$ cat config.mk
export PLATFORM = sky130hd
export DESIGN_NAME = rv_core
export DESIGN_NICKNAME = d
export VERILOG_FILES = /design/src/logic/rv_core_pkg.sv /design/src/logic/decode_stage.sv /design/src/logic/execute_stage.sv /design/src/logic/fetch_stage.sv /design/src/logic/hazard_unit.sv /design/src/logic/mem_wb_stage.sv /design/src/logic/register_file.sv /design/src/logic/rv_core.sv
export VERILOG_INCLUDE_DIRS = /design/src /design/src/logic
export SDC_FILE = /design/constraint.sdc
export NUM_CORES = 2
export LEC_CHECK = 0
export BUFFER_PORTS_ARGS = -buffer_cell sky130_fd_sc_hd__clkbuf_2
export CAP_MARGIN = 40
export CORE_MARGIN = 5
export CORE_UTILIZATION = 60
export DETAILED_ROUTE_END_ITERATION = 7
export PLACE_DENSITY = 0.76
export SLEW_MARGIN = 10
export SYNTH_ARGS = -nofsm -noshare
export SYNTH_HDL_FRONTEND = slang
export SYNTH_SLANG_ARGS = --single-unit
$ cat constraint.sdc
create_clock -name clock -period 32.9 [get_ports clock]
set_clock_uncertainty 0.05 [all_clocks]
set_input_delay 6.58 -clock clock [delete_from_list [all_inputs] [get_ports clock]]
set_output_delay 6.58 -clock clock [all_outputs]
set_load 0.01 [all_outputs]
$ cat src/logic/rv_core_cfg.svh
`ifndef RV_CORE_CFG_SVH
`define RV_CORE_CFG_SVH

//////////////////////////////////////////////////
// core widths
//////////////////////////////////////////////////

// data and address width
`define XLEN 32

// integer register count, x0 included
`define REG_COUNT 32

//////////////////////////////////////////////////
// reset and bubble values
//////////////////////////////////////////////////

// first fetch address after reset
`define RESET_PC 32'h0000_0000

// addi x0, x0, 0
`define NOP_INSTR 32'h0000_0013

`endif

$ cat src/logic/rv_core_pkg.sv
`include "rv_core_cfg.svh"

package rv_core_pkg;

	typedef logic [`XLEN-1:0] word_t;
	typedef logic [4:0] reg_addr_t;

	// major opcodes of the supported subset
	typedef enum logic [6:0] {
		op_reg    = 7'b0110011,
		op_imm    = 7'b0010011,
		op_load   = 7'b0000011,
		op_store  = 7'b0100011,
		op_branch = 7'b1100011,
		op_jal    = 7'b1101111
	} opcode_e;

	typedef enum logic [2:0] {
		alu_add = 3'd0,
		alu_sub = 3'd1,
		alu_and = 3'd2,
		alu_or  = 3'd3,
		alu_xor = 3'd4,
		alu_slt = 3'd5
	} alu_op_e;

	// write-back source
	typedef enum logic [1:0] {
		wb_alu  = 2'd0,
		wb_mem  = 2'd1,
		wb_link = 2'd2
	} wb_sel_e;

	// funct3 codes of the R-type ops
	localparam logic [2:0] f3_add_sub = 3'b000;
	localparam logic [2:0] f3_slt     = 3'b010;
	localparam logic [2:0] f3_xor     = 3'b100;
	localparam logic [2:0] f3_or      = 3'b110;
	localparam logic [2:0] f3_and     = 3'b111;

	// funct7 that turns add into sub
	localparam logic [6:0] f7_sub = 7'b0100000;

endpackage

$ cat src/logic/decode_stage.sv
module decode_stage import rv_core_pkg::*; (
	input  logic      clock,
	input  logic      reset,
	input  logic      stall,
	input  logic      freeze,
	input  logic      flush_ex,
	input  word_t     if_pc,
	input  word_t     if_instr,
	output reg_addr_t rs1,
	output reg_addr_t rs2,
	input  word_t     rs1_data,
	input  word_t     rs2_data,
	output logic      id_jump,
	output word_t     jump_target,
	output alu_op_e   ex_alu_op,
	output logic      ex_use_imm,
	output logic      ex_mem_read,
	output logic      ex_mem_write,
	output logic      ex_branch,
	output logic      ex_reg_write,
	output wb_sel_e   ex_wb_sel,
	output reg_addr_t ex_rs1,
	output reg_addr_t ex_rs2,
	output reg_addr_t ex_rd,
	output word_t     ex_pc,
	output word_t     ex_rs1_data,
	output word_t     ex_rs2_data,
	output word_t     ex_imm
);

	opcode_e opcode;
	reg_addr_t rd;
	logic [2:0] funct3;
	logic [6:0] funct7;
	word_t imm_i, imm_s, imm_b, imm_j, imm;
	alu_op_e alu_op;
	logic use_imm, mem_read, mem_write, branch, reg_write;
	wb_sel_e wb_sel;

	assign opcode = opcode_e'(if_instr[6:0]);
	assign rd = if_instr[11:7];
	assign funct3 = if_instr[14:12];
	assign rs1 = if_instr[19:15];
	assign rs2 = if_instr[24:20];
	assign funct7 = if_instr[31:25];

	// immediates, all sign extended from bit 31
	assign imm_i = {{20{if_instr[31]}}, if_instr[31:20]};
	assign imm_s = {{20{if_instr[31]}}, if_instr[31:25], if_instr[11:7]};
	assign imm_b = {{19{if_instr[31]}}, if_instr[31], if_instr[7], if_instr[30:25],
		if_instr[11:8], 1'b0};
	assign imm_j = {{11{if_instr[31]}}, if_instr[31], if_instr[19:12], if_instr[20],
		if_instr[30:21], 1'b0};

	//////////////////////////////////////////////////
	// main control
	//////////////////////////////////////////////////
	always_comb begin
		alu_op = alu_add;
		use_imm = 1'b0;
		mem_read = 1'b0;
		mem_write = 1'b0;
		branch = 1'b0;
		reg_write = 1'b0;
		wb_sel = wb_alu;
		imm = imm_i;
		case (opcode)
			op_reg: begin
				reg_write = 1'b1;
				case (funct3)
					f3_add_sub: alu_op = (funct7 == f7_sub) ? alu_sub : alu_add;
					f3_slt: alu_op = alu_slt;
					f3_xor: alu_op = alu_xor;
					f3_or: alu_op = alu_or;
					f3_and: alu_op = alu_and;
					default: alu_op = alu_add;
				endcase
			end
			op_imm: begin
				reg_write = 1'b1;
				use_imm = 1'b1;
			end
			op_load: begin
				reg_write = 1'b1;
				use_imm = 1'b1;
				mem_read = 1'b1;
				wb_sel = wb_mem;
			end
			op_store: begin
				use_imm = 1'b1;
				mem_write = 1'b1;
				imm = imm_s;
			end
			op_branch: begin
				branch = 1'b1;
				imm = imm_b;
			end
			op_jal: begin
				reg_write = 1'b1;
				wb_sel = wb_link;
				imm = imm_j;
			end
			default: ;
		endcase
	end

	// jal redirects from here, one slot early
	assign id_jump = (opcode == op_jal);
	assign jump_target = if_pc + imm_j;

	always_ff @(posedge clock or negedge reset) begin
		if (!reset) begin
			ex_alu_op <= alu_add;
			ex_use_imm <= 1'b0;
			ex_mem_read <= 1'b0;
			ex_mem_write <= 1'b0;
			ex_branch <= 1'b0;
			ex_reg_write <= 1'b0;
			ex_wb_sel <= wb_alu;
			ex_rs1 <= '0;
			ex_rs2 <= '0;
			ex_rd <= '0;
		end else if (!freeze) begin
			if (stall || flush_ex) begin
				ex_alu_op <= alu_add;
				ex_use_imm <= 1'b0;
				ex_mem_read <= 1'b0;
				ex_mem_write <= 1'b0;
				ex_branch <= 1'b0;
				ex_reg_write <= 1'b0;
				ex_wb_sel <= wb_alu;
				ex_rs1 <= '0;
				ex_rs2 <= '0;
				ex_rd <= '0;
			end else begin
				ex_alu_op <= alu_op;
				ex_use_imm <= use_imm;
				ex_mem_read <= mem_read;
				ex_mem_write <= mem_write;
				ex_branch <= branch;
				// writes to x0 are dropped here
				ex_reg_write <= reg_write && (rd != '0);
				ex_wb_sel <= wb_sel;
				ex_rs1 <= rs1;
				ex_rs2 <= rs2;
				ex_rd <= rd;
			end
		end
	end

	always_ff @(posedge clock) begin
		if (!freeze) begin
			ex_pc <= if_pc;
			ex_rs1_data <= rs1_data;
			ex_rs2_data <= rs2_data;
			ex_imm <= imm;
		end
	end

endmodule

$ cat src/logic/execute_stage.sv
module execute_stage import rv_core_pkg::*; (
	input  logic      clock,
	input  logic      reset,
	input  logic      freeze,
	input  alu_op_e   ex_alu_op,
	input  logic      ex_use_imm,
	input  logic      ex_mem_read,
	input  logic      ex_mem_write,
	input  logic      ex_branch,
	input  logic      ex_reg_write,
	input  wb_sel_e   ex_wb_sel,
	input  reg_addr_t ex_rs1,
	input  reg_addr_t ex_rs2,
	input  reg_addr_t ex_rd,
	input  word_t     ex_pc,
	input  word_t     ex_rs1_data,
	input  word_t     ex_rs2_data,
	input  word_t     ex_imm,
	input  logic      wb_we,
	input  reg_addr_t wb_rd,
	input  word_t     wb_data,
	output logic      ex_branch_taken,
	output word_t     branch_target,
	output word_t     mem_alu_out,
	output word_t     mem_store_data,
	output word_t     mem_link,
	output reg_addr_t mem_rd,
	output logic      mem_reg_write,
	output logic      mem_read,
	output logic      mem_write,
	output wb_sel_e   mem_wb_sel
);

	logic mem_hit_a, mem_hit_b, wb_hit_a, wb_hit_b;
	word_t mem_fwd, op_a, op_b, alu_b, alu_out;

	//////////////////////////////////////////////////
	// forwarding
	//////////////////////////////////////////////////

	// a jal one stage ahead forwards its link, not the ALU result
	assign mem_fwd = (mem_wb_sel == wb_link) ? mem_link : mem_alu_out;

	assign mem_hit_a = mem_reg_write && (mem_rd != '0) && (mem_rd == ex_rs1);
	assign mem_hit_b = mem_reg_write && (mem_rd != '0) && (mem_rd == ex_rs2);
	assign wb_hit_a = wb_we && (wb_rd != '0) && (wb_rd == ex_rs1);
	assign wb_hit_b = wb_we && (wb_rd != '0) && (wb_rd == ex_rs2);

	// nearest producer first
	assign op_a = mem_hit_a ? mem_fwd : (wb_hit_a ? wb_data : ex_rs1_data);
	assign op_b = mem_hit_b ? mem_fwd : (wb_hit_b ? wb_data : ex_rs2_data);

	assign alu_b = ex_use_imm ? ex_imm : op_b;

	always_comb begin
		case (ex_alu_op)
			alu_add: alu_out = op_a + alu_b;
			alu_sub: alu_out = op_a - alu_b;
			alu_and: alu_out = op_a & alu_b;
			alu_or: alu_out = op_a | alu_b;
			alu_xor: alu_out = op_a ^ alu_b;
			alu_slt: alu_out = word_t'($signed(op_a) < $signed(alu_b));
			default: alu_out = op_a + alu_b;
		endcase
	end

	// beq only
	assign ex_branch_taken = ex_branch && (op_a == op_b);
	assign branch_target = ex_pc + ex_imm;

	always_ff @(posedge clock or negedge reset) begin
		if (!reset) begin
			mem_rd <= '0;
			mem_reg_write <= 1'b0;
			mem_read <= 1'b0;
			mem_write <= 1'b0;
			mem_wb_sel <= wb_alu;
		end else if (!freeze) begin
			mem_rd <= ex_rd;
			mem_reg_write <= ex_reg_write;
			mem_read <= ex_mem_read;
			mem_write <= ex_mem_write;
			mem_wb_sel <= ex_wb_sel;
		end
	end

	always_ff @(posedge clock) begin
		if (!freeze) begin
			mem_alu_out <= alu_out;
			mem_store_data <= op_b;
			mem_link <= ex_pc + word_t'(4);
		end
	end

endmodule

$ cat src/logic/fetch_stage.sv
`include "rv_core_cfg.svh"

module fetch_stage import rv_core_pkg::*; (
	input  logic  clock,
	input  logic  reset,
	input  logic  stall,
	input  logic  freeze,
	input  logic  flush_id,
	input  logic  id_jump,
	input  logic  ex_branch_taken,
	input  word_t jump_target,
	input  word_t branch_target,
	input  word_t instr,
	output word_t pc,
	output word_t if_pc,
	output word_t if_instr
);

	word_t next_pc;

	// older redirect wins, the branch sits one stage further on
	always_comb begin
		if (ex_branch_taken) begin
			next_pc = branch_target;
		end else if (id_jump) begin
			next_pc = jump_target;
		end else begin
			next_pc = pc + word_t'(4);
		end
	end

	always_ff @(posedge clock or negedge reset) begin
		if (!reset) begin
			pc <= `RESET_PC;
			if_instr <= `NOP_INSTR;
		end else if (!freeze && !stall) begin
			pc <= next_pc;
			if_instr <= flush_id ? `NOP_INSTR : instr;
		end
	end

	always_ff @(posedge clock) begin
		if (!freeze && !stall) begin
			if_pc <= pc;
		end
	end

endmodule

$ cat src/logic/hazard_unit.sv
module hazard_unit import rv_core_pkg::*; (
	input  reg_addr_t rs1,
	input  reg_addr_t rs2,
	input  reg_addr_t ex_rd,
	input  logic      ex_mem_read,
	input  logic      id_jump,
	input  logic      ex_branch_taken,
	input  logic      data_read,
	input  logic      data_write,
	input  logic      mem_ready,
	output logic      stall,
	output logic      flush_id,
	output logic      flush_ex,
	output logic      freeze
);

	logic load_use;
	logic access_wait;

	// load in execute feeding the instruction in decode
	assign load_use = ex_mem_read && (ex_rd != '0) && ((ex_rd == rs1) || (ex_rd == rs2));

	assign access_wait = (data_read || data_write) && !mem_ready;

	//////////////////////////////////////////////////
	// pipeline control
	//////////////////////////////////////////////////
	always_comb begin
		freeze = access_wait;

		// a taken branch squashes decode, so no need to stall it
		stall = !freeze && !ex_branch_taken && load_use;

		// a stalled jal stays put and redirects one cycle later
		flush_id = !freeze && (ex_branch_taken || (id_jump && !stall));
		flush_ex = !freeze && ex_branch_taken;
	end

endmodule

$ cat src/logic/mem_wb_stage.sv
module mem_wb_stage import rv_core_pkg::*; (
	input  logic      clock,
	input  logic      reset,
	input  logic      freeze,
	input  word_t     mem_alu_out,
	input  word_t     mem_store_data,
	input  word_t     mem_link,
	input  reg_addr_t mem_rd,
	input  logic      mem_reg_write,
	input  logic      mem_read,
	input  logic      mem_write,
	input  wb_sel_e   mem_wb_sel,
	input  word_t     data_rdata,
	output word_t     data_addr,
	output word_t     data_wdata,
	output logic      data_read,
	output logic      data_write,
	output logic      wb_we,
	output reg_addr_t wb_rd,
	output word_t     wb_data
);

	wb_sel_e wb_sel;
	word_t wb_alu_out, wb_load, wb_link_val;

	// straight from EX/MEM, so a held register keeps the port steady
	assign data_addr = mem_alu_out;
	assign data_wdata = mem_store_data;
	assign data_read = mem_read;
	assign data_write = mem_write;

	always_ff @(posedge clock or negedge reset) begin
		if (!reset) begin
			wb_we <= 1'b0;
			wb_rd <= '0;
			wb_sel <= wb_alu;
		end else if (!freeze) begin
			wb_we <= mem_reg_write;
			wb_rd <= mem_rd;
			wb_sel <= mem_wb_sel;
		end
	end

	// load data is captured on the accepting edge
	always_ff @(posedge clock) begin
		if (!freeze) begin
			wb_alu_out <= mem_alu_out;
			wb_load <= data_rdata;
			wb_link_val <= mem_link;
		end
	end

	always_comb begin
		case (wb_sel)
			wb_mem: wb_data = wb_load;
			wb_link: wb_data = wb_link_val;
			default: wb_data = wb_alu_out;
		endcase
	end

	a_one_access: assert property (@(posedge clock) disable iff (!reset)
		!(data_read && data_write));

endmodule

$ cat src/logic/register_file.sv
`include "rv_core_cfg.svh"

module register_file (
	input  logic                             clock,
	input  logic                             reset,
	input  logic [$clog2(`REG_COUNT)-1:0] rs1,
	input  logic [$clog2(`REG_COUNT)-1:0] rs2,
	input  logic [$clog2(`REG_COUNT)-1:0] wb_rd,
	input  logic                             wb_we,
	input  logic [`XLEN-1:0]                 wb_data,
	output logic [`XLEN-1:0]                 rs1_data,
	output logic [`XLEN-1:0]                 rs2_data
);

	logic [`XLEN-1:0] regs [`REG_COUNT];

	always_ff @(posedge clock or negedge reset) begin
		if (!reset) begin
			for (int i = 0; i < `REG_COUNT; i++) begin
				regs[i] <= '0;
			end
		end else if (wb_we && (wb_rd != '0)) begin
			regs[wb_rd] <= wb_data;
		end
	end

	// same-cycle write shows through to decode
	assign rs1_data = (wb_we && (wb_rd != '0) && (wb_rd == rs1)) ? wb_data : regs[rs1];
	assign rs2_data = (wb_we && (wb_rd != '0) && (wb_rd == rs2)) ? wb_data : regs[rs2];

	// decode drops the write enable for rd = x0, so a jal link never lands here
	a_x0_clean: assert property (@(posedge clock) disable iff (!reset)
		(wb_we && (wb_rd == '0)) |-> (wb_data == '0));

endmodule

$ cat src/logic/rv_core.sv
module rv_core import rv_core_pkg::*; (
	input  logic  clock,
	input  logic  reset,
	output word_t pc,
	input  word_t instr,
	output word_t data_addr,
	output logic  data_read,
	output logic  data_write,
	output word_t data_wdata,
	input  word_t data_rdata,
	input  logic  mem_ready
);

	// fetch to decode
	word_t if_pc, if_instr;
	logic id_jump;
	word_t jump_target;

	// decode and register file
	reg_addr_t rs1, rs2;
	word_t rs1_data, rs2_data;

	// ID/EX
	alu_op_e ex_alu_op;
	logic ex_use_imm, ex_mem_read, ex_mem_write, ex_branch, ex_reg_write;
	wb_sel_e ex_wb_sel;
	reg_addr_t ex_rs1, ex_rs2, ex_rd;
	word_t ex_pc, ex_rs1_data, ex_rs2_data, ex_imm;

	// execute results and EX/MEM
	logic ex_branch_taken;
	word_t branch_target;
	word_t mem_alu_out, mem_store_data, mem_link;
	reg_addr_t mem_rd;
	logic mem_reg_write, mem_read, mem_write;
	wb_sel_e mem_wb_sel;

	// write-back
	logic wb_we;
	reg_addr_t wb_rd;
	word_t wb_data;

	// hazard control
	logic stall, flush_id, flush_ex, freeze;

	//////////////////////////////////////////////////
	// stages
	//////////////////////////////////////////////////
	fetch_stage u_fetch (
		.clock(clock), .reset(reset), .stall(stall), .freeze(freeze),
		.flush_id(flush_id), .id_jump(id_jump), .ex_branch_taken(ex_branch_taken),
		.jump_target(jump_target), .branch_target(branch_target), .instr(instr),
		.pc(pc), .if_pc(if_pc), .if_instr(if_instr)
	);

	decode_stage u_decode (
		.clock(clock), .reset(reset), .stall(stall), .freeze(freeze),
		.flush_ex(flush_ex), .if_pc(if_pc), .if_instr(if_instr),
		.rs1(rs1), .rs2(rs2), .rs1_data(rs1_data), .rs2_data(rs2_data),
		.id_jump(id_jump), .jump_target(jump_target),
		.ex_alu_op(ex_alu_op), .ex_use_imm(ex_use_imm), .ex_mem_read(ex_mem_read),
		.ex_mem_write(ex_mem_write), .ex_branch(ex_branch), .ex_reg_write(ex_reg_write),
		.ex_wb_sel(ex_wb_sel), .ex_rs1(ex_rs1), .ex_rs2(ex_rs2), .ex_rd(ex_rd),
		.ex_pc(ex_pc), .ex_rs1_data(ex_rs1_data), .ex_rs2_data(ex_rs2_data),
		.ex_imm(ex_imm)
	);

	register_file u_regs (
		.clock(clock), .reset(reset), .rs1(rs1), .rs2(rs2), .wb_rd(wb_rd),
		.wb_we(wb_we), .wb_data(wb_data), .rs1_data(rs1_data), .rs2_data(rs2_data)
	);

	hazard_unit u_hazard (
		.rs1(rs1), .rs2(rs2), .ex_rd(ex_rd), .ex_mem_read(ex_mem_read),
		.id_jump(id_jump), .ex_branch_taken(ex_branch_taken),
		.data_read(data_read), .data_write(data_write), .mem_ready(mem_ready),
		.stall(stall), .flush_id(flush_id), .flush_ex(flush_ex), .freeze(freeze)
	);

	execute_stage u_execute (
		.clock(clock), .reset(reset), .freeze(freeze),
		.ex_alu_op(ex_alu_op), .ex_use_imm(ex_use_imm), .ex_mem_read(ex_mem_read),
		.ex_mem_write(ex_mem_write), .ex_branch(ex_branch), .ex_reg_write(ex_reg_write),
		.ex_wb_sel(ex_wb_sel), .ex_rs1(ex_rs1), .ex_rs2(ex_rs2), .ex_rd(ex_rd),
		.ex_pc(ex_pc), .ex_rs1_data(ex_rs1_data), .ex_rs2_data(ex_rs2_data),
		.ex_imm(ex_imm), .wb_we(wb_we), .wb_rd(wb_rd), .wb_data(wb_data),
		.ex_branch_taken(ex_branch_taken), .branch_target(branch_target),
		.mem_alu_out(mem_alu_out), .mem_store_data(mem_store_data), .mem_link(mem_link),
		.mem_rd(mem_rd), .mem_reg_write(mem_reg_write), .mem_read(mem_read),
		.mem_write(mem_write), .mem_wb_sel(mem_wb_sel)
	);

	mem_wb_stage u_mem_wb (
		.clock(clock), .reset(reset), .freeze(freeze),
		.mem_alu_out(mem_alu_out), .mem_store_data(mem_store_data), .mem_link(mem_link),
		.mem_rd(mem_rd), .mem_reg_write(mem_reg_write), .mem_read(mem_read),
		.mem_write(mem_write), .mem_wb_sel(mem_wb_sel), .data_rdata(data_rdata),
		.data_addr(data_addr), .data_wdata(data_wdata), .data_read(data_read),
		.data_write(data_write), .wb_we(wb_we), .wb_rd(wb_rd), .wb_data(wb_data)
	);

endmodule

==> results.toml <==
[logic_synthesis]
yosysWarnings = 0
avgSynthCellArea_um2 = 11.1
synth-edff-count = 341
synthArstFlopShare_pct = 76.8
ys.flop_type = "dfrtp_1"
synth_seq_cells = 1472
yosysSeqAreaShare_pct = 47.6
synthCells = 7305
synth_cell_type_count = 96
synth_nets = 7537
syn_area_um2 = 81100

[pwr]
power_switching_mw = 1.45
power.leakage_nw = 37.2
power.clock.fraction_pct = 37.1
power_density_nw_per_um2 = 54.2
power.share.switching_pct = 29.9
power.internal_mw = 3.40
p_seq_share_pct = 45.2
max-vdd-ir-drop_v = 0.0000482
comb_power_share_pct = 17.8

[min_path]
hold_path.class = "reg2reg"

[sta]
rsz0062_at_grt = "false"
slew_violations = 0
setup_tns_ns = 0
layout_min_cycle_time_ns = 8.79
fin_ws_ns = 24.11
finalSetupViolations = 0
fmax_mhz = 114
whs_ns = 0.343
period_share_pct = 26.7
hold_viol = 0
worst_pin_slew_ns = 1.17
relSlewSlack_pct = 21.7

[grt]
grt_remaining_overflow = 0
grt_pass1_vias = 62600
antenna_found_initial = 12
grt_pass1_wl_um = 395000
grt_max_degree = 177
grt_use_total_pct = 36.9

[clock_tree]
cts.sinks = 1472
clkTransAtPathRegs_ns = 0.06
holdBufCountCts = 0
clk_latency_ns = 0.79
post_cts_resized = 0
cts_setup_buffers = 0
root_buffer = "clkbuf_16"
clock_path_buffers = 3
h-tree-depth = 4
numCtsBuffers = 156
cts_tree = "done"

[setup_path]
cp_cell_sequence = "clkbuf_2, nor2_4, buf_12, inv_8, a31oi_4, buf_4, inv_2, buf_4, mux2_2"
crit_slowest_cell = "inv_8"
startpoint_type = "input pin"
worst_path_largest_cell_delay_ns = 0.62
worstPathArrival_ns = 9.40
path_buf_inv = 6
cpLargestDelayFamily = "buffers and inverters"
path_common_cell = "buf_4"
worstPathMaxFanout = 125
worstPathRequired_ns = 33.52
end_kind = "register"
crit_type = "in2reg"

[detailed_routing]
postRouteAntennaNets = 0
wire_per_inst_um = 29.0
dr.pass1.iters = 6
via_per_inst = 7.01
post-route-drc-count = 0
drtIter0Drc = 8925
routed_wl_um = 263000
via_count = 63500

[die]
io-pin-count = 165
core_um2 = 134000
rows = 134
fp.dieH_um = 378
die_width_um = 378
die_area_um2 = 143000
start_util_pct = 60.6

[place]
gp_congestion = 0.971
place_ws_ns = 23.03
dpl.hpwl_um = 170000
io_buffers = 164
placed_area_um2 = 84100

[cells_and_area]
drive_above_1_share_pct = 19.5
areaGrowthSynthToFinish_pct = 10.4
final_nets = 7408
multi_input_area_um2 = 39700
nFillCells = 9627
most-common-layout-cells = "nand2_1 (1253), o21ai_0 (1162), dfrtp_1 (1117), mux4_2 (640), edfxtp_1 (341)"
layout_commonest_cell = "nand2_1"
regArea_um2 = 38600
stdcell_area_um2 = 89500

[run]
drv_cap = 0

[outcome]
status = "complete, no violations"
==> power by group through the flow <==
| stage | Clock [mW] | Combinational, mW | Sequential [mW] |
|---|---|---|---|
| 2_1_floorplan | 0 | 0.577 | 2.14 |
| 3_3_place_gp | 0 | 0.816 | 2.21 |
| 3_5_place_dp | 0 | 0.838 | 2.21 |
| 4_1_cts | 1.81 | 0.846 | 2.18 |
| 5_1_grt | 1.89 | 0.930 | 2.20 |
| 6_report | 1.80 | 0.861 | 2.19 |
==> final cells by class <==
type	count	area share [%]
clock inverter	48	0.656
tap	1768	2.47
clock buffer	229	5.14
antenna	3	0.00839
multi-input combinational	5042	44.4
timing repair buffer	361	3.60
sequential	1472	43.1
inverter	143	0.610
==> worst register-to-register path: cells and delay by family, from the launching register on <==
family                     cells  cell delay, ns
and+or+nand+nor                5            2.20
AOI/OAI and AO/OA              9            3.80
adders and majority gates      1            0.47
muxes                          1            0.24
DFF                            1            0.58
==> Yosys cell counts, drive strengths merged, types with 84 or more instances <==
master | count | share of area, %
buf | 120 | 0.74
dfrtp | 1128 | 35
nand2 | 1278 | 5.9
o21ai | 1201 | 7.4
nor2 | 192 | 0.89
clkbuf | 528 | 2.4
mux4 | 640 | 18
inv | 141 | 0.65
ha | 161 | 2.5
edfxtp | 341 | 13
a21oi | 288 | 1.8
nor3 | 88 | 0.55
nand3 | 84 | 0.52
xnor2 | 139 | 1.5
==> layer usage <==
metal / track usage, % / vias to the layer above / routed length [um]
li1: - / 26600 / -
met1: 51.7 / 31700 / 99600
met5: 0 / - / 60
met2: 53.9 / 4319 / 116000
met4: 18.9 / 6 / 15200
met3: 9.50 / 881 / 31700
==> state kept, by name, summed over array words and instances (netlist names), 3 cells and up <==
signal and cells:
u_execute.mem_alu_out 32, u_execute.mem_store_data 32, u_fetch.pc 32, u_mem_wb.wb_alu_out 32, u_decode.ex_rs1_data 32, u_decode.ex_rd 5, u_decode.ex_alu_op 3, u_decode.ex_rs2_data 32
u_fetch.if_pc 32, u_decode.ex_rs1 5, u_fetch.if_instr 32, u_execute.mem_link 32, u_regs.regs 1024, u_mem_wb.wb_load 32, u_decode.ex_rs2 5, u_execute.mem_rd 5
u_mem_wb.wb_rd 5, u_decode.ex_imm 21, u_decode.ex_pc 32, u_mem_wb.wb_link_val 32
==> per-stage QoR <==
| step | std cells | util [%] | power, mW |
|---|---|---|---|
| floorplan | 7305 | - | 2.72 |
| global placement | 8729 | 62.0 | 3.02 |
| detailed placement | 8777 | 62.9 | 3.05 |
| CTS | 9054 | 66.7 | 4.83 |
| global route | 9064 | 66.9 | 5.01 |
| finish | 9066 | 66.9 | 4.85 |
==> cell families (layout without fill, tap and decap cells) <==
family / after synthesis / in the layout / synth area share (%)
fa+ha+maj: 165 / 165 / 2.58
simple gates: 1918 / 1918 / 10.1
flops: 1472 / 1472 / 47.6
mux: 753 / 753 / 19.3
buf+inv: 791 / 781 / 3.85
compound gates: 2003 / 2003 / 14.4
xor+xnor: 203 / 203 / 2.19
other cells: 0 / 3 / 0
==> path summary, 6_finish.rpt <==
| kind | start | to | slack (ns) | depth (start not counted) |
|---|---|---|---|---|
| max in group asynchronous | reset | u_regs.regs[783] | 24.16 | 5 |
| min in group asynchronous | reset | u_regs.regs[989] | 5.76 | 1 |
| max | mem_ready | u_fetch.pc[30] | 24.11 | 9 |
| min reg2reg | u_regs.regs[1020] | u_regs.regs[1020] | 0.34 | 0 |
| min | u_regs.regs[1020] | u_regs.regs[1020] | 0.34 | 0 |
| max reg2reg | u_mem_wb.wb_rd[3] | u_execute.mem_alu_out[31] | 25.30 | 16 |
No activity file was read; power rests on OpenSTA's default activity.
